<file path="src/hdl/dvi_pkg.sv">
// Video timing is a tiny test raster, far below any real DVI mode.
// Timing constants are sized to the counter widths and must fit in them.
package dvi_pkg;

    localparam int SYM_W   = 10;
    localparam int COLOR_W = 8;
    localparam int PIXEL_W = 3 * COLOR_W;
    localparam int ONES_W  = 4;
    localparam int DISP_W  = ONES_W + 1;

    localparam int H_CNT_W = 5;
    localparam int V_CNT_W = 4;
    localparam int COL_W   = H_CNT_W;

    localparam logic [H_CNT_W-1:0] H_ACTIVE = 5'd16;
    localparam logic [H_CNT_W-1:0] H_FRONT  = 5'd2;
    localparam logic [H_CNT_W-1:0] H_SYNC   = 5'd4;
    localparam logic [H_CNT_W-1:0] H_BACK   = 5'd3;
    localparam logic [H_CNT_W-1:0] H_TOTAL  = H_ACTIVE + H_FRONT + H_SYNC + H_BACK;

    localparam logic [V_CNT_W-1:0] V_ACTIVE = 4'd4;
    localparam logic [V_CNT_W-1:0] V_FRONT  = 4'd1;
    localparam logic [V_CNT_W-1:0] V_SYNC   = 4'd2;
    localparam logic [V_CNT_W-1:0] V_BACK   = 4'd1;
    localparam logic [V_CNT_W-1:0] V_TOTAL  = V_ACTIVE + V_FRONT + V_SYNC + V_BACK;

    localparam logic HSYNC_POL = 1'b1;
    localparam logic VSYNC_POL = 1'b1;
    localparam logic CTRL_IDLE = 1'b0;

    // Control symbols, indexed by {c1, c0}.
    localparam logic [SYM_W-1:0] CTRL_TOKEN_00 = 10'b11_0101_0100;
    localparam logic [SYM_W-1:0] CTRL_TOKEN_01 = 10'b00_1010_1011;
    localparam logic [SYM_W-1:0] CTRL_TOKEN_10 = 10'b01_0101_0100;
    localparam logic [SYM_W-1:0] CTRL_TOKEN_11 = 10'b10_1010_1011;

    localparam int BAR_COUNT = 8;
    localparam int BAR_IDX_W = $clog2(BAR_COUNT);
    localparam logic [COL_W-1:0] BAR_W = 5'd2;

    // Bars in {R, G, B} order: white, yellow, cyan, green, magenta, red, blue, black.
    localparam logic [0:BAR_COUNT-1][PIXEL_W-1:0] BAR_COLORS = {
        24'hFFFFFF, 24'hFFFF00, 24'h00FFFF, 24'h00FF00,
        24'hFF00FF, 24'hFF0000, 24'h0000FF, 24'h000000
    };

    // Galois LFSR for x^24 + x^23 + x^22 + x^17 + 1.
    localparam logic [PIXEL_W-1:0] PRBS_SEED = 24'h5AC396;
    localparam logic [PIXEL_W-1:0] PRBS_TAPS = 24'hC20001;

    localparam logic PAT_BARS = 1'b0;
    localparam logic PAT_PRBS = 1'b1;

endpackage
</file>
<file path="src/hdl/video_if.sv">
// Plain levels, all valid on every pixel clock; there is no handshake.
interface video_if;

    logic                       de;
    logic                       hsync;
    logic                       vsync;
    logic [dvi_pkg::COLOR_W-1:0] r;
    logic [dvi_pkg::COLOR_W-1:0] g;
    logic [dvi_pkg::COLOR_W-1:0] b;

    modport source (
        output de, hsync, vsync,
        output r, g, b
    );

    modport sink (
        input de, hsync, vsync,
        input r, g, b
    );

endinterface

</file>
<file path="src/hdl/dvi_tx_top.sv">
// Symbols appear four clocks after the raster counter state that made them.
// Only blue carries syncs; green and red send the idle control token.
module dvi_tx_top (
    input  logic                      clk_i,
    input  logic                      rst_n_i,
    input  logic                      pattern_sel_i,
    output logic [dvi_pkg::SYM_W-1:0] tmds_r_o,
    output logic [dvi_pkg::SYM_W-1:0] tmds_g_o,
    output logic [dvi_pkg::SYM_W-1:0] tmds_b_o,
    output logic                      frame_start_o
);

    logic                      tim_de;
    logic                      tim_hsync;
    logic                      tim_vsync;
    logic [dvi_pkg::COL_W-1:0] tim_col;
    logic                      tim_frame_start;
    logic                      pix_frame_start;
    logic                      enc_frame_start;

    video_if vid ();

    video_timing u_timing (
        .clk_i         (clk_i),
        .rst_n_i       (rst_n_i),
        .de_o          (tim_de),
        .hsync_o       (tim_hsync),
        .vsync_o       (tim_vsync),
        .col_o         (tim_col),
        .frame_start_o (tim_frame_start)
    );

    pattern_gen u_pattern (
        .clk_i         (clk_i),
        .rst_n_i       (rst_n_i),
        .pattern_sel_i (pattern_sel_i),
        .de_i          (tim_de),
        .hsync_i       (tim_hsync),
        .vsync_i       (tim_vsync),
        .col_i         (tim_col),
        .frame_start_i (tim_frame_start),
        .frame_start_o (pix_frame_start),
        .vid           (vid.source)
    );

    tmds_encoder u_enc_b (
        .clk_i   (clk_i),
        .rst_n_i (rst_n_i),
        .de_i    (vid.de),
        .c1_i    (vid.vsync),
        .c0_i    (vid.hsync),
        .d_i     (vid.b),
        .q_o     (tmds_b_o)
    );

    tmds_encoder u_enc_g (
        .clk_i   (clk_i),
        .rst_n_i (rst_n_i),
        .de_i    (vid.de),
        .c1_i    (dvi_pkg::CTRL_IDLE),
        .c0_i    (dvi_pkg::CTRL_IDLE),
        .d_i     (vid.g),
        .q_o     (tmds_g_o)
    );

    tmds_encoder u_enc_r (
        .clk_i   (clk_i),
        .rst_n_i (rst_n_i),
        .de_i    (vid.de),
        .c1_i    (dvi_pkg::CTRL_IDLE),
        .c0_i    (dvi_pkg::CTRL_IDLE),
        .d_i     (vid.r),
        .q_o     (tmds_r_o)
    );

    // Matches the two encoder stages.
    always_ff @(posedge clk_i or negedge rst_n_i) begin
        if (!rst_n_i) begin
            enc_frame_start <= 1'b0;
            frame_start_o   <= 1'b0;
        end else begin
            enc_frame_start <= pix_frame_start;
            frame_start_o   <= enc_frame_start;
        end
    end

endmodule

</file>
<file path="src/hdl/tmds_encoder.sv">
// Two clocks from inputs to symbol. Disparity restarts at zero after any
// control period, so the first data symbol of a line sees a balanced link.
module tmds_encoder (
    input  logic                        clk_i,
    input  logic                        rst_n_i,
    input  logic                        de_i,
    input  logic                        c1_i,
    input  logic                        c0_i,
    input  logic [dvi_pkg::COLOR_W-1:0] d_i,
    output logic [dvi_pkg::SYM_W-1:0]   q_o
);

    logic [dvi_pkg::ONES_W-1:0]       n_d;
    logic [dvi_pkg::ONES_W-1:0]       n_1;
    logic [dvi_pkg::ONES_W-1:0]       n_0;
    logic                             use_xnor;
    logic [dvi_pkg::COLOR_W:0]        q_m;
    logic [dvi_pkg::COLOR_W:0]        q_r;
    logic                             de_r;
    logic                             c1_r;
    logic                             c0_r;
    logic signed [dvi_pkg::DISP_W-1:0] disp;
    logic signed [dvi_pkg::DISP_W-1:0] disp_next;
    logic signed [dvi_pkg::DISP_W-1:0] bal;
    logic signed [dvi_pkg::DISP_W-1:0] two_q8;
    logic signed [dvi_pkg::DISP_W-1:0] two_nq8;
    logic                             disp_pos;
    logic                             disp_neg;
    logic [dvi_pkg::SYM_W-1:0]        q_next;

    ones_counter u_cnt_d (
        .data_i  (d_i),
        .count_o (n_d)
    );

    ones_counter u_cnt_ones (
        .data_i  (q_r[dvi_pkg::COLOR_W-1:0]),
        .count_o (n_1)
    );

    ones_counter u_cnt_zeros (
        .data_i  (~q_r[dvi_pkg::COLOR_W-1:0]),
        .count_o (n_0)
    );

    // Stage one, transition minimisation.
    assign use_xnor = (n_d > 4'd4) || ((n_d == 4'd4) && !d_i[0]);

    always_comb begin
        q_m[0] = d_i[0];
        for (int i = 1; i < dvi_pkg::COLOR_W; i++) begin
            q_m[i] = use_xnor ? ~(d_i[i] ^ q_m[i-1]) : (d_i[i] ^ q_m[i-1]);
        end
        q_m[dvi_pkg::COLOR_W] = ~use_xnor;
    end

    always_ff @(posedge clk_i or negedge rst_n_i) begin
        if (!rst_n_i) begin
            de_r <= 1'b0;
            c1_r <= 1'b0;
            c0_r <= 1'b0;
        end else begin
            de_r <= de_i;
            c1_r <= c1_i;
            c0_r <= c0_i;
        end
    end

    always_ff @(posedge clk_i) begin
        q_r <= q_m;
    end

    // Stage two, DC balance.
    assign bal      = $signed({1'b0, n_1}) - $signed({1'b0, n_0});
    assign two_q8   = {{(dvi_pkg::DISP_W-2){1'b0}}, q_r[8], 1'b0};
    assign two_nq8  = {{(dvi_pkg::DISP_W-2){1'b0}}, ~q_r[8], 1'b0};
    assign disp_neg = disp[dvi_pkg::DISP_W-1];
    assign disp_pos = !disp_neg && (disp != '0);

    always_comb begin
        if (!de_r) begin
            disp_next = '0;
            case ({c1_r, c0_r})
                2'b00:   q_next = dvi_pkg::CTRL_TOKEN_00;
                2'b01:   q_next = dvi_pkg::CTRL_TOKEN_01;
                2'b10:   q_next = dvi_pkg::CTRL_TOKEN_10;
                default: q_next = dvi_pkg::CTRL_TOKEN_11;
            endcase
        end else if ((disp == '0) || (n_1 == n_0)) begin
            q_next    = {~q_r[8], q_r[8], q_r[8] ? q_r[7:0] : ~q_r[7:0]};
            disp_next = q_r[8] ? disp + bal : disp - bal;
        end else if ((disp_pos && (n_1 > n_0)) || (disp_neg && (n_0 > n_1))) begin
            q_next    = {1'b1, q_r[8], ~q_r[7:0]};
            disp_next = disp + two_q8 - bal;
        end else begin
            q_next    = {1'b0, q_r[8], q_r[7:0]};
            disp_next = disp - two_nq8 + bal;
        end
    end

    always_ff @(posedge clk_i or negedge rst_n_i) begin
        if (!rst_n_i) begin
            disp <= '0;
            q_o  <= '0;
        end else begin
            disp <= disp_next;
            q_o  <= q_next;
        end
    end

endmodule

</file>
<file path="src/hdl/ones_counter.sv">
// Purely combinational, so it adds to the delay of the stage that uses it.
module ones_counter (
    input  logic [dvi_pkg::COLOR_W-1:0] data_i,
    output logic [dvi_pkg::ONES_W-1:0]  count_o
);

    logic [1:0] pair_sum [dvi_pkg::COLOR_W/2];
    logic [2:0] quad_lo;
    logic [2:0] quad_hi;

    // Level one adds neighbouring bits.
    for (genvar i = 0; i < dvi_pkg::COLOR_W / 2; i++) begin : g_pair
        assign pair_sum[i] = {1'b0, data_i[2*i]} + {1'b0, data_i[2*i+1]};
    end

    // Level two folds the pairs into the total.
    assign quad_lo = {1'b0, pair_sum[0]} + {1'b0, pair_sum[1]};
    assign quad_hi = {1'b0, pair_sum[2]} + {1'b0, pair_sum[3]};
    assign count_o = {1'b0, quad_lo} + {1'b0, quad_hi};

endmodule

</file>
<file path="src/hdl/pattern_gen.sv">
// One clock from timing inputs to the video word; syncs are delayed to match.
// The LFSR steps on every active pixel in either mode.
module pattern_gen (
    input  logic                      clk_i,
    input  logic                      rst_n_i,
    input  logic                      pattern_sel_i,
    input  logic                      de_i,
    input  logic                      hsync_i,
    input  logic                      vsync_i,
    input  logic [dvi_pkg::COL_W-1:0] col_i,
    input  logic                      frame_start_i,
    output logic                      frame_start_o,
    video_if.source                   vid
);

    logic [dvi_pkg::PIXEL_W-1:0]   lfsr_q;
    logic [dvi_pkg::PIXEL_W-1:0]   lfsr_cur;
    logic [dvi_pkg::PIXEL_W-1:0]   lfsr_next;
    logic [dvi_pkg::COL_W-1:0]     bar_full;
    logic [dvi_pkg::BAR_IDX_W-1:0] bar_idx;
    logic [dvi_pkg::PIXEL_W-1:0]   pixel;

    assign bar_full = col_i / dvi_pkg::BAR_W;
    assign bar_idx  = bar_full[dvi_pkg::BAR_IDX_W-1:0];

    always_comb begin
        // Seed is the first pixel of every frame.
        lfsr_cur  = frame_start_i ? dvi_pkg::PRBS_SEED : lfsr_q;
        lfsr_next = {lfsr_cur[dvi_pkg::PIXEL_W-2:0], 1'b0} ^
                    ({dvi_pkg::PIXEL_W{lfsr_cur[dvi_pkg::PIXEL_W-1]}} & dvi_pkg::PRBS_TAPS);
        pixel     = (pattern_sel_i == dvi_pkg::PAT_BARS) ? dvi_pkg::BAR_COLORS[bar_idx]
                                                          : lfsr_cur;
    end

    always_ff @(posedge clk_i or negedge rst_n_i) begin
        if (!rst_n_i) begin
            lfsr_q        <= dvi_pkg::PRBS_SEED;
            vid.de        <= 1'b0;
            vid.hsync     <= ~dvi_pkg::HSYNC_POL;
            vid.vsync     <= ~dvi_pkg::VSYNC_POL;
            frame_start_o <= 1'b0;
        end else begin
            if (de_i) begin
                lfsr_q <= lfsr_next;
            end
            vid.de        <= de_i;
            vid.hsync     <= hsync_i;
            vid.vsync     <= vsync_i;
            frame_start_o <= frame_start_i;
        end
    end

    // Colour is forced to black in blanking.
    always_ff @(posedge clk_i) begin
        {vid.r, vid.g, vid.b} <= de_i ? pixel : '0;
    end

endmodule

</file>
<file path="src/hdl/video_timing.sv">
// Outputs are registered and lag the counter state by one clock.
// Sync windows sit right after the front porch of each line and frame.
module video_timing (
    input  logic                      clk_i,
    input  logic                      rst_n_i,
    output logic                      de_o,
    output logic                      hsync_o,
    output logic                      vsync_o,
    output logic [dvi_pkg::COL_W-1:0] col_o,
    output logic                      frame_start_o
);

    logic [dvi_pkg::H_CNT_W-1:0] h_cnt;
    logic [dvi_pkg::V_CNT_W-1:0] v_cnt;
    logic                        h_last;
    logic                        v_last;
    logic                        h_active;
    logic                        v_active;
    logic                        h_sync_win;
    logic                        v_sync_win;

    assign h_last = (h_cnt == dvi_pkg::H_TOTAL - 1'b1);
    assign v_last = (v_cnt == dvi_pkg::V_TOTAL - 1'b1);

    assign h_active = (h_cnt < dvi_pkg::H_ACTIVE);
    assign v_active = (v_cnt < dvi_pkg::V_ACTIVE);

    assign h_sync_win = (h_cnt >= dvi_pkg::H_ACTIVE + dvi_pkg::H_FRONT) &&
                        (h_cnt <  dvi_pkg::H_ACTIVE + dvi_pkg::H_FRONT + dvi_pkg::H_SYNC);
    assign v_sync_win = (v_cnt >= dvi_pkg::V_ACTIVE + dvi_pkg::V_FRONT) &&
                        (v_cnt <  dvi_pkg::V_ACTIVE + dvi_pkg::V_FRONT + dvi_pkg::V_SYNC);

    // Raster counters.
    always_ff @(posedge clk_i or negedge rst_n_i) begin
        if (!rst_n_i) begin
            h_cnt <= '0;
            v_cnt <= '0;
        end else if (h_last) begin
            h_cnt <= '0;
            v_cnt <= v_last ? '0 : v_cnt + 1'b1;
        end else begin
            h_cnt <= h_cnt + 1'b1;
        end
    end

    always_ff @(posedge clk_i or negedge rst_n_i) begin
        if (!rst_n_i) begin
            de_o          <= 1'b0;
            hsync_o       <= ~dvi_pkg::HSYNC_POL;
            vsync_o       <= ~dvi_pkg::VSYNC_POL;
            col_o         <= '0;
            frame_start_o <= 1'b0;
        end else begin
            de_o          <= h_active && v_active;
            hsync_o       <= h_sync_win ? dvi_pkg::HSYNC_POL : ~dvi_pkg::HSYNC_POL;
            vsync_o       <= v_sync_win ? dvi_pkg::VSYNC_POL : ~dvi_pkg::VSYNC_POL;
            col_o         <= h_cnt;
            // First active pixel of the frame.
            frame_start_o <= (h_cnt == '0) && (v_cnt == '0);
        end
    end

endmodule

</file>
<file path="config.mk">
export PLATFORM = sky130hd
export DESIGN_NAME = dvi_tx_top
export DESIGN_NICKNAME = d
export VERILOG_FILES = /design/src/hdl/dvi_pkg.sv /design/src/hdl/video_if.sv /design/src/hdl/dvi_tx_top.sv /design/src/hdl/tmds_encoder.sv /design/src/hdl/ones_counter.sv /design/src/hdl/pattern_gen.sv /design/src/hdl/video_timing.sv
export SDC_FILE = /design/constraint.sdc
export NUM_CORES = 1
export LEC_CHECK = 0
export ABC_AREA = 1
export ABC_CLOCK_PERIOD_IN_PS = 4800
export BUFFER_PORTS_ARGS = -buffer_cell sky130_fd_sc_hd__buf_2
export CAP_MARGIN = 5
export CORE_MARGIN = 5
export CORE_UTILIZATION = 25
export CTS_BUF_LIST = sky130_fd_sc_hd__clkbuf_4 sky130_fd_sc_hd__clkbuf_8 sky130_fd_sc_hd__clkbuf_16
export CTS_CLUSTER_DIAMETER = 80
export DETAILED_ROUTE_END_ITERATION = 8
export GPL_TIMING_DRIVEN = 1
export PLACE_DENSITY = 0.49
export SYNTH_ARGS = -nofsm -noshare
export SYNTH_HDL_FRONTEND = slang
export SYNTH_HIERARCHICAL = 1
export SYNTH_SLANG_ARGS = --single-unit
export TNS_END_PERCENT = 50
</file>
<file path="constraint.sdc">
create_clock -name clk_i -period 4.8 [get_ports clk_i]
set_input_delay 0.72 -clock clk_i [delete_from_list [all_inputs] [get_ports clk_i]]
set_output_delay 0.72 -clock clk_i [all_outputs]
set_load 0.01 [all_outputs]
</file>
Word-level counts from Yosys, hierarchy flattened
Memory sizes are Yosys's and may differ from the RTL's.
Cells that the tools add are included.
Word-level totals
  flip-flop bits (word level): 146
  bits in latches: 0
  memory bits (writable): 0
  memory bits (read-only): 192
  input bits: 3
  memories: 1
Memory list
  (no name shown): depth 8, bits a word 24, rd ports 1, clocked after memory_dff 0, write ports 0, RTL line pattern_gen.sv:31  | pixel = (pattern_sel_i == dvi_pkg::PAT_BARS) ? dvi_pkg::BAR_COLORS[bar_idx]
Cells by class
  $add $sub $neg: 86
  $mul: 0
  div/mod/pow operators: 0
  order comparisons: 16
  equality and inequality tests: 10
  shifts and indexed selects: 0
  multiplexer cells: 54
  bitwise operators: 53
  reduce and logical (&&, ||, !) cells: 40
Operator list (count)
  $mux 24: 4
  $mux 10: 9
  $add 1x1->2: 36
  $mux 5: 13
  $add 2x2->3: 18
  $add 3x3->4: 9
  $add 5x5->5: 6
  $pmux 10 s3: 1
  $sub 5x5->5: 6
  $not 1->1: 27
  $gt 4x4->1: 6
  $mux 8: 3
  $not 8->8: 3
  $xor 24x24->24: 1
  $mux 1: 23
  $xor 1x1->1: 21
  $logic_not 5->1: 4
  $eq 4x3->1 const B: 4
  $logic_and 1x1->1: 16
  $add 5x3->5: 3
  $reduce_bool 5->1: 3
  $sub 4x4->5: 3
  $sub 5x3->5: 3
  $eq 4x4->1: 3
  other kinds (17): 34

Longest topological paths before layout
Gate-level depths: netlist of run 1.
  depth after elaboration: 25
  gate-level depth with buffers: 34

Modules after synthesis
The synthesis of run 1 kept the hierarchy.
Modules (own cells, without submodules)
  tmds_encoder (u_enc_b ...): instances 2, cells an instance 300, area an instance 2153.3 µm², seq. area each 630.6 µm²
  tmds_encoder (u_enc_g): instances 1, cells an instance 306, area an instance 2227.1 µm², seq. area each 630.6 µm²
  ones_counter: instances 9, cells an instance 29, area an instance 201.4 µm², seq. area each 0.0 µm²
  pattern_gen: instances 1, cells an instance 177, area an instance 1788.0 µm², seq. area each 1196.1 µm²
  video_timing: instances 1, cells an instance 74, area an instance 778.2 µm², seq. area each 450.4 µm²
  dvi_tx_top: instances 1, cells an instance 3, area an instance 53.8 µm², seq. area each 50.0 µm²

Worst setup path after synthesis of run 1
No wires, ideal clock.
  kind: reg-to-reg
  from: register u_enc_b/q_r[0] (netlist bit)
  to: register u_enc_b/disp[4] (netlist bit)
  data arrival time: 4.884 ns
  data required time: 4.679 ns
  setup slack: -0.205 ns
  cell stages (with the launch flop): 27
  clock period less this slack: 5.005 ns
  cell sequence: dfxtp_1 > inv_1 > inv_1 > fa_1 > fa_1 > fa_1 > inv_1 > ha_1 > inv_1 > fa_1 > inv_1 > inv_1 > fa_1 > inv_1 > ha_1 > inv_1 > o21ai_0 > inv_1 > fa_1 > o21ai_0 > inv_1 > nand3_1 > nand2_1 > nand2_1 > nand2_1 > o21ai_0 > nor2_1
Between the ends
  word-level cells in the longest chain between the ends: 10
  elaborated cells on any way between the ends: 23
  those cells by class: add/sub (11); order compare (2); eq/ne (1); mux (4); bitwise (1); reduce/logical (4)
Ends and longest elaborated chain
  start, declared: RTL line tmds_encoder.sv:18  | logic [dvi_pkg::COLOR_W:0] q_r;
  start signal, assigned: RTL line tmds_encoder.sv:70  | q_r <= q_m;
  $not 8->8 (*): RTL line tmds_encoder.sv:42  | .data_i (~q_r[dvi_pkg::COLOR_W-1:0]),
  $add 1x1->2 (*): RTL line ones_counter.sv:13  | assign pair_sum[i] = {1'b0, data_i[2*i]} + {1'b0, data_i[2*i+1]};
  $add 2x2->3 (*): RTL line ones_counter.sv:17  | assign quad_lo = {1'b0, pair_sum[0]} + {1'b0, pair_sum[1]};
  $add 3x3->4 (*): RTL line ones_counter.sv:19  | assign count_o = {1'b0, quad_lo} + {1'b0, quad_hi};
  named net u_enc_b.n_0, one bit: RTL line tmds_encoder.sv:15  | logic [dvi_pkg::ONES_W-1:0] n_0;
  branches (longest 4 deep; another with $sub 4x4->5)
  $mux 5 (*): RTL line tmds_encoder.sv:89  | end else if ((disp == '0) || (n_1 == n_0)) begin
  $mux 5 (*): RTL line tmds_encoder.sv:81  | if (!de_r) begin
  named net u_enc_b.disp_next, one bit: RTL line tmds_encoder.sv:23  | logic signed [dvi_pkg::DISP_W-1:0] disp_next;
  end signal, assigned: RTL line tmds_encoder.sv:106  | disp <= disp_next;
  end, declared: RTL line tmds_encoder.sv:22  | logic signed [dvi_pkg::DISP_W-1:0] disp;
Mark *: on every way through the listed nets, which the timed path passes.
A chain may end at the register's enable or synchronous reset.

Worst setup path in the final report of run 1
  from: register u_enc_b/q_r[3] (netlist bit)
  to: register u_enc_b/disp[4] (netlist bit)
Same word-level chain as after synthesis.

==> results of run 1 <==
==> stage by stage <==
| step | power (W) | util, % | hold slack [ns] | area, sq um | setup TNS (ns) |
|---|---|---|---|---|---|
| 6_report | 0.00282 | 31.1 | 0.349 | 13400 | -0.670 |
| 5_1_grt | 0.00293 | 31.1 | 0.357 | 13400 | -2.44 |
| 4_1_cts | 0.00287 | 30.4 | 0.351 | 13100 | -0.906 |
| 3_5_place_dp | 0.00137 | 28.3 | 0.336 | 12200 | -1.82 |
| 3_3_place_gp | 0.00137 | 28.3 | 0.334 | 12200 | -1.25 |
| 2_1_floorplan | 0.00133 | - | 0.331 | 10900 | -0.00572 |
==> registers in the layout, indices dropped and copies added (netlist names), 3 cells and up <==
name	cells
u_enc_r/q_r	9
u_enc_g/disp	5
u_enc_b/disp	5
u_timing/col_o	3
u_pattern/lfsr_q	24
u_enc_g/q_r	9
u_enc_r/q_o	10
u_timing/v_cnt	4
u_pattern/vid.g	8
u_enc_r/disp	5
u_timing/h_cnt	5
u_pattern/vid.b	8
u_enc_b/q_o	10
u_enc_g/q_o	10
u_enc_b/q_r	9
u_pattern/vid.r	8
==> metal layers <==
layer / global-route usage (%) / share of wire [%] / vias to the layer above
met5: 0 / 0.055 / -
met4: 2.34 / 1.2 / 2
met3: 2.39 / 2.6 / 21
met2: 18.0 / 49 / 75
met1: 13.1 / 47 / 4095
li1: - / - / 4552
==> final cells by class <==
class                   count  area, sq um
fillers                  4615        29800
repair buffers            112          768
clock inverters            15          215
flip-flops and latches    151         3550
inverters                 375         1420
clock buffers              17          425
multi-input cells         883         6300
well taps                 585          732
==> report_power, final <==
group,internal [W],switching (W)
combinational,0.0000153,0.0000417
sequential,0.00128,0.00000430
clock,0.000884,0.000592
total,0.00218,0.000638
==> worst paths after layout <==
| check | slack, ns | endpoint | startpoint | depth (start not counted) |
|---|---|---|---|---|
| min in group asynchronous | 0.42 | u_pattern/frame_start_o | rst_n_i | 1 |
| worst min register to register | 0.35 | u_pattern/vid.vsync | u_timing/vsync_o | 0 |
| max in group asynchronous | 3.33 | u_pattern/lfsr_q[8] | rst_n_i | 2 |
| worst min-delay path | 0.35 | u_pattern/vid.vsync | u_timing/vsync_o | 0 |
| worst max-delay path | -0.20 | u_enc_b/disp[4] | u_enc_b/q_r[3] | 26 |
| worst max register to register | -0.20 | u_enc_b/disp[4] | u_enc_b/q_r[3] | 26 |
==> repair_timing <==
item,in CTS,in global routing
setup buffers,9,5
endpoints found under the hold margin,0,0
pin swaps,39,39
resized for setup,66,82
setup endpoints to repair,10,20
==> cell usage in the layout (no fill, tap or decap), types with 6 or more instances in the layout <==
cell and count:
inv_1 324, buf_2 32, nand2_4 8, xnor2_1 15
dfxtp_1 42, dfstp_2 12, o21ai_2 11, inv_2 48
nand3_2 13, nand3b_1 6, nand2_1 312, ha_2 8
a21oi_2 8, nand3_1 147, nand2_2 26, ha_1 78
clkbuf_16 17, fa_2 13, ha_4 16, buf_4 78
a21oi_1 15, o21ai_0 31, o21ai_1 38, xor2_1 26
nor2_2 6, fa_1 38, dfrtp_1 88, dfxtp_2 9
nand4_1 8, nor2_1 32
==> impl_metrics.env, run 1 <==
export IMPL_cts_sinks=151
export IMPL_hold_class="reg -> reg"
export IMPL_routed_wl_um=23700
export IMPL_htreeDepth=4
export IMPL_setup_viol=7
export IMPL_cts_tree="done"
export IMPL_critPathCaptureType="flip-flop"
export IMPL_rsz0062_at_grt="true"
export IMPL_cts_hold_buf=0
export IMPL_grt_max_degree=67
export IMPL_critical_path_slowest_cell="fa_2"
export IMPL_worstPathBufferInverterCount=10
export IMPL_initial_utilization_pct=25.3
export IMPL_drive_above_1_share_pct=21.7
export IMPL_path_max_fanout=3
export IMPL_gr_total_overflow=0
export IMPL_drc=0
export IMPL_clkTransAtPathRegs_ns=0.07
export IMPL_cts_buffers=17
export IMPL_cts_root_buffer="clkbuf_16"
export IMPL_fmax_mhz=200
export IMPL_rows=76
export IMPL_final_setup_skew_ns=0.0132
export IMPL_grt_pass1_vias=8763
export IMPL_crit_path_start_kind="flip-flop"
export IMPL_netlist_instances=1419
export IMPL_coreArea_sq_um=43200
export IMPL_peakVddDrop_mv=0.244
export IMPL_crit_type="reg -> reg"
export IMPL_drtIter0Drc=332
export IMPL_yosysWarnings=6
export IMPL_antenna_found_initial=1
export IMPL_syn2layout_area_growth_pct=22.8
export IMPL_instances_no_fill=2138
export IMPL_place_hpwl_um=18200
export IMPL_syn_cell_area_sq_um=10900
export IMPL_hold_viol_final=0
export IMPL_fin_crit_ns=5.00
export IMPL_critical_path_max_stage_delay_ns=0.60
export IMPL_dp_cells=2092
export IMPL_timing_critical_path_arrival_ns=5.33
export IMPL_p_leak_nw=7.14
export IMPL_violations="setup timing"
export IMPL_ant_nets=0
export IMPL_timing_critical_path_max_delay_family="adder cells"
export IMPL_min_period_over_period_pct=104
export IMPL_wire_per_inst_um=11.1
export IMPL_slew_headroom_pct=40.2
export IMPL_ios=34
export IMPL_slew_violations=0
export IMPL_die_w_um=219
export IMPL_outcome="finished with violations"
export IMPL_first_pass_iters=8
export IMPL_diodes=0
export IMPL_cp_required_ns=5.13
export IMPL_max_cap_violations=0
export IMPL_insertion_delay_ns=0.44
export IMPL_avgViaCountPerCell=4.09
export IMPL_powerDensity_nw_per_um2=210
export IMPL_syn_avg_cell_area_sq_um=7.69
export IMPL_vias=8745
export IMPL_place_congestion=0.820
export IMPL_cts_buffer_depth=2
export IMPL_grt_pass1_wl_um=41000
export IMPL_finalNetCount=1696
export IMPL_die_y_um=219
export IMPL_post_place_ws_ns=-0.316
export IMPL_tightest_slew_ns=0.897
export IMPL_finalWorstSetupSlack_ns=-0.202
export IMPL_dieArea_sq_um=47900
export IMPL_gr_usage_all_layers_pct=10.3
export IMPL_portBuffers=33
Power figures use the tool's default switching activity.
==> run 2, diff against run 1 <==
- SKIP_LAST_GASP: not set -> 1
==> run 2 against run 1 <==
Against the previous run: the run still ends with setup timing left; first-iteration DRC count fell by 16%; cell area down 0.16%; clock skew grew 0.00079 ns; non-clock buffer count shrank 1; via count barely moved; maximum frequency fell by 0.90%; core utilization about the same; final cell count about the same; die area stayed put; critical path type unchanged; highest routed layer unchanged.
==> impl_metrics.env, run 2 (synthesized netlist as in run 1, its figures left out) <==
export IMPL_vias=8750
export IMPL_layout_common_cells="330 x inv_1, 311 x nand2_1, 144 x nand3_1"
export IMPL_critical_path_slowest_cell="fa_2"
export IMPL_dieArea_sq_um=47900
export IMPL_cts_tree="done"
export IMPL_die_y_um=219
export IMPL_finalWorstSetupSlack_ns=-0.247
export IMPL_grt_pass1_wl_um=40900
export IMPL_cts_sinks=151
export IMPL_avgViaCountPerCell=4.09
export IMPL_setup_viol=9
export IMPL_wl_met3_um=591
export IMPL_antenna_found_initial=1
export IMPL_die_w_um=219
export IMPL_top_register="u_pattern/lfsr_q"
export IMPL_hold_class="reg -> reg"
export IMPL_rsz0062_at_grt="true"
export IMPL_min_period_over_period_pct=105
export IMPL_wire_per_inst_um=11.1
export IMPL_drc=0
export IMPL_max_cap_violations=0
export IMPL_grt_pass1_vias=8738
export IMPL_ant_nets=0
export IMPL_cp_required_ns=5.13
export IMPL_drtIter0Drc=280
export IMPL_coreArea_sq_um=43200
export IMPL_routed_wl_um=23700
export IMPL_place_hpwl_um=18200
export IMPL_timing_setup_tns_ns=-1.18
export IMPL_portBuffers=33
export IMPL_violations="setup timing"
export IMPL_rows=76
export IMPL_largest_register_ffs=24
export IMPL_insertion_delay_ns=0.44
export IMPL_met1_length_um=11200
export IMPL_grt_max_degree=67
export IMPL_worstPathBufferInverterCount=9
export IMPL_p_leak_nw=7.15
export IMPL_path_max_fanout=3
export IMPL_drive_above_1_share_pct=20.8
export IMPL_holdWs_ns=0.349
export IMPL_crit_path_frequent_cell="inv_2"
export IMPL_syn2layout_area_growth_pct=22.6
export IMPL_first_pass_iters=5
export IMPL_diodes=0
export IMPL_cts_buffer_depth=2
export IMPL_critPathCaptureType="flip-flop"
export IMPL_timing_critical_path_arrival_ns=5.37
export IMPL_post_place_ws_ns=-0.316
export IMPL_top_layer="met5"
export IMPL_crit_type="reg -> reg"
export IMPL_gr_total_overflow=0
export IMPL_slew_headroom_pct=40.5
export IMPL_fmax_mhz=198
export IMPL_ios=34
export IMPL_slew_violations=0
export IMPL_layout_commonest_cell="inv_1"
export IMPL_cts_root_buffer="clkbuf_16"
export IMPL_cts_buffers=17
export IMPL_finalNetCount=1695
export IMPL_final_setup_skew_ns=0.0140
export IMPL_initial_utilization_pct=25.3
export IMPL_fin_crit_ns=5.05
export IMPL_critical_path_max_stage_delay_ns=0.61
export IMPL_timing_critical_path_max_delay_family="adder cells"
export IMPL_hold_viol_final=0
export IMPL_place_congestion=0.820
export IMPL_tightest_slew_ns=0.893
export IMPL_gr_usage_all_layers_pct=10.3
export IMPL_outcome="finished with violations"
export IMPL_htreeDepth=4
export IMPL_powerDensity_nw_per_um2=211
export IMPL_wl_met2_um=11700
export IMPL_peakVddDrop_mv=0.243
export IMPL_clkTransAtPathRegs_ns=0.07
export IMPL_crit_path_start_kind="flip-flop"
run 2: cell count changes in the layout (fill, tap and decap cells not counted), sizes merged:
cell  delta
buf      -1
run 2: metrics by stage:
stage          total power (W)  instance area (sq um)  util (%)  cells
2_1_floorplan          0.00133                  10900         -   1422
3_3_place_gp           0.00137                  12200      28.3   2092
3_5_place_dp           0.00137                  12200      28.3   2092
4_1_cts                0.00287                  13100      30.2   2133
5_1_grt                0.00293                  13400      31.0   2137
6_report               0.00282                  13400      31.0   2137
run 2: layer usage:
| metal | vias to the layer above | GRT usage (%) |
|---|---|---|
| li1 | 4547 | - |
| met1 | 4091 | 13.0 |
| met2 | 87 | 18.0 |
| met3 | 23 | 2.32 |
| met4 | 2 | 2.26 |
| met5 | - | 0 |
run 2: power breakdown:
group	total [W]	leakage, nW	switching, W	internal, W
clock	0.00148	0.309	0.000592	0.000884
sequential	0.00129	1.63	0.00000429	0.00128
combinational	0.0000570	5.21	0.0000416	0.0000154
total	0.00282	7.15	0.000638	0.00218
run 2: cell type report:
class	instances	area (sq um)
clock buffers	17	425
clock inverters	15	215
fillers	4615	29800
inverters	375	1420
multi-input cells	883	6280
flip-flops and latches	151	3550
well taps	585	732
repair buffers	111	769
run 2: repair_timing:
item	4_1_cts	5_1_grt
resized for setup	49	86
setup buffers	9	4
pin swaps	31	46
hold buffers	0	0
hold endpoints to repair	0	0
setup endpoints to repair	10	20
run 2: final timing paths:
check,start,to,slack (ns),cells after the start
max reg2reg,u_enc_b/q_r[3],u_enc_b/disp[4],-0.25,27
min reg2reg,u_timing/vsync_o,u_pattern/vid.vsync,0.35,0
min,u_timing/vsync_o,u_pattern/vid.vsync,0.35,0
min in group asynchronous,rst_n_i,u_pattern/frame_start_o,0.42,1
max in group asynchronous,rst_n_i,u_pattern/lfsr_q[8],3.34,2
max,u_enc_b/q_r[3],u_enc_b/disp[4],-0.25,27
==> run 3, diff against run 2 <==
- REMOVE_ABC_BUFFERS: not set -> 1
- TNS_END_PERCENT: 50 -> 1
==> run 3 against run 2 <==
Against the previous run: the flow still finishes with violations (setup timing); global-route usage grew 0.055 points; count of clock-buffer cells in the layout up 1; core utilization is 0.41 points lower; combinational power is 5.3% higher; critical path depth is 7 lower; clock skew fell by 0.0019 ns; sequential share of layout area rose by 0.36 points.
==> impl_metrics.env, run 3 (synthesized netlist as in run 1, its figures left out) <==
export IMPL_outcome="finished with violations"
export IMPL_violations="setup timing"
export IMPL_vias=8632
export IMPL_p_leak_nw=7.07
export IMPL_fmax_mhz=198
export IMPL_place_hpwl_um=18300
export IMPL_setup_viol=9
export IMPL_hold_viol_final=0
export IMPL_rsz0062_at_grt="true"
export IMPL_clkTransAtPathRegs_ns=0.07
export IMPL_wire_per_inst_um=11.1
export IMPL_antenna_found_initial=0
export IMPL_drtIter0Drc=317
export IMPL_largest_register_ffs=24
export IMPL_cp_required_ns=5.13
export IMPL_min_period_over_period_pct=105
export IMPL_cts_sinks=151
export IMPL_critical_path_slowest_cell="fa_1"
export IMPL_path_max_fanout=3
export IMPL_cts_tree="done"
export IMPL_place_congestion=0.843
export IMPL_coreArea_sq_um=43200
export IMPL_gr_usage_all_layers_pct=10.3
export IMPL_hold_class="reg -> reg"
export IMPL_layout_commonest_cell="inv_1"
export IMPL_crit_path_frequent_cell="fa_1"
export IMPL_slew_headroom_pct=40.4
export IMPL_diodes=0
export IMPL_worstPathBufferInverterCount=7
export IMPL_max_cap_violations=0
export IMPL_die_w_um=219
export IMPL_first_pass_iters=5
export IMPL_syn2layout_area_growth_pct=21.0
export IMPL_timing_critical_path_max_delay_family="adder cells"
export IMPL_ios=34
export IMPL_finalNetCount=1684
export IMPL_cts_root_buffer="clkbuf_16"
export IMPL_portBuffers=33
export IMPL_avgViaCountPerCell=4.06
export IMPL_timing_critical_path_arrival_ns=5.38
export IMPL_cts_buffer_depth=2
export IMPL_tightest_slew_ns=0.895
export IMPL_finalWorstSetupSlack_ns=-0.248
export IMPL_peakVddDrop_mv=0.205
export IMPL_rows=76
export IMPL_crit_chain="inv_1 -> fa_1 -> fa_1 -> fa_1 -> inv_1 -> ha_2 -> inv_2 -> fa_1 -> inv_2 -> fa_2 -> buf_6 -> fa_1 -> inv_2 -> ha_4 -> fa_2 -> xor2_1 -> nand2_1 -> nand3_2 -> nand3_2 -> inv_1"
export IMPL_slew_violations=0
export IMPL_drc=0
export IMPL_grt_max_degree=62
export IMPL_dieArea_sq_um=47900
export IMPL_top_register="u_pattern/lfsr_q"
export IMPL_insertion_delay_ns=0.44
export IMPL_ant_nets=0
export IMPL_cts_hold_buf=0
export IMPL_fin_crit_ns=5.05
export IMPL_grt_pass1_wl_um=40800
export IMPL_drive_above_1_share_pct=19.7
export IMPL_initial_utilization_pct=25.3
export IMPL_crit_path_start_kind="flip-flop"
export IMPL_powerDensity_nw_per_um2=205
export IMPL_final_setup_skew_ns=0.0121
export IMPL_critical_path_max_stage_delay_ns=0.57
export IMPL_cts_buffers=17
export IMPL_htreeDepth=4
export IMPL_die_y_um=219
export IMPL_holdWs_ns=0.348
export IMPL_grt_pass1_vias=8630
export IMPL_gr_total_overflow=0
export IMPL_crit_type="reg -> reg"
export IMPL_critPathCaptureType="flip-flop"
export IMPL_layout_common_cells="333 x inv_1, 314 x nand2_1, 145 x nand3_1"
export IMPL_routed_wl_um=23700
export IMPL_power_w=0.00271
[run 3: changes by cell type in the layout (fill, tap and decap cells not counted), moves of 2 or more]
cell	previous run	this run
nand2_1	311	314
inv_1	330	333
nor2_4	2	0
nand2_2	26	24
bufinv_16	4	2
inv_4	3	1
buf_4	77	66
clkinv_4	2	4
o21ai_2	9	7
o21ai_0	32	38
o21ai_1	39	35
nor2_1	33	35
[run 3: final cells by class]
| type | instances | area [sq um] |
|---|---|---|
| Fill cell | 4632 | 30000 |
| Timing Repair Buffer | 100 | 678 |
| Clock inverter | 14 | 164 |
| Inverter | 375 | 1410 |
| Sequential cell | 151 | 3550 |
| Clock buffer | 18 | 433 |
| Tap cell | 585 | 732 |
| Multi-Input combinational cell | 883 | 6250 |
[run 3: worst register-to-register path, delay by kind of cell, from the launching register on]
family | cells | cell delay, ns
adders and majority gates | 9 | 3.75
and+or+nand+nor | 3 | 0.23
buffers and inverters | 7 | 0.49
xor gates and xnor gates | 1 | 0.15
DFF | 1 | 0.35
[run 3: repair_timing]
item                       in CTS  in global routing
setup endpoints to repair       9                 12
setup buffers                   0                  3
cloned                          0                  0
resized for setup              31                 93
pin swaps                      14                 49
[run 3: stage by stage]
stage	std cells	setup WS, ns	instance area (sq um)	setup TNS, ns	util (%)
after floorplan	1409	-0.205	10800	-0.506	-
after global routing	2126	-0.467	13200	-4.15	30.6
after detailed placement	2091	-0.438	12200	-2.56	28.2
final	2126	-0.248	13200	-1.83	30.6
after global placement	2091	-0.380	12200	-1.98	28.2
after CTS	2123	-0.221	12900	-1.67	29.8
[run 3: per-layer routing]
metal / share of wire [%] / GRT usage, %
met3: 2.3 / 1.78
met1: 47 / 13.3
met5: 0 / 0
met4: 2.1 / 3.87
met2: 49 / 17.5
[run 3: report_power, final]
| group | total, W | switching, W | internal [W] |
|---|---|---|---|
| Clock | 0.00137 | 0.000583 | 0.000784 |
| Sequential | 0.00129 | 0.00000528 | 0.00128 |
| Combinational | 0.0000600 | 0.0000448 | 0.0000151 |
[run 3: path summary, 6_finish.rpt]
kind | slack (ns) | from | to | depth (start not counted)
max | -0.25 | u_enc_r/q_r[1] | u_enc_r/disp[3] | 20
min | 0.35 | u_timing/hsync_o | u_pattern/vid.hsync | 0
max reg2reg | -0.25 | u_enc_r/q_r[1] | u_enc_r/disp[3] | 20
min reg2reg | 0.35 | u_timing/hsync_o | u_pattern/vid.hsync | 0
max in group asynchronous | 3.33 | rst_n_i | u_pattern/lfsr_q[2] | 2
min in group asynchronous | 0.41 | rst_n_i | u_enc_g/q_o[3] | 1
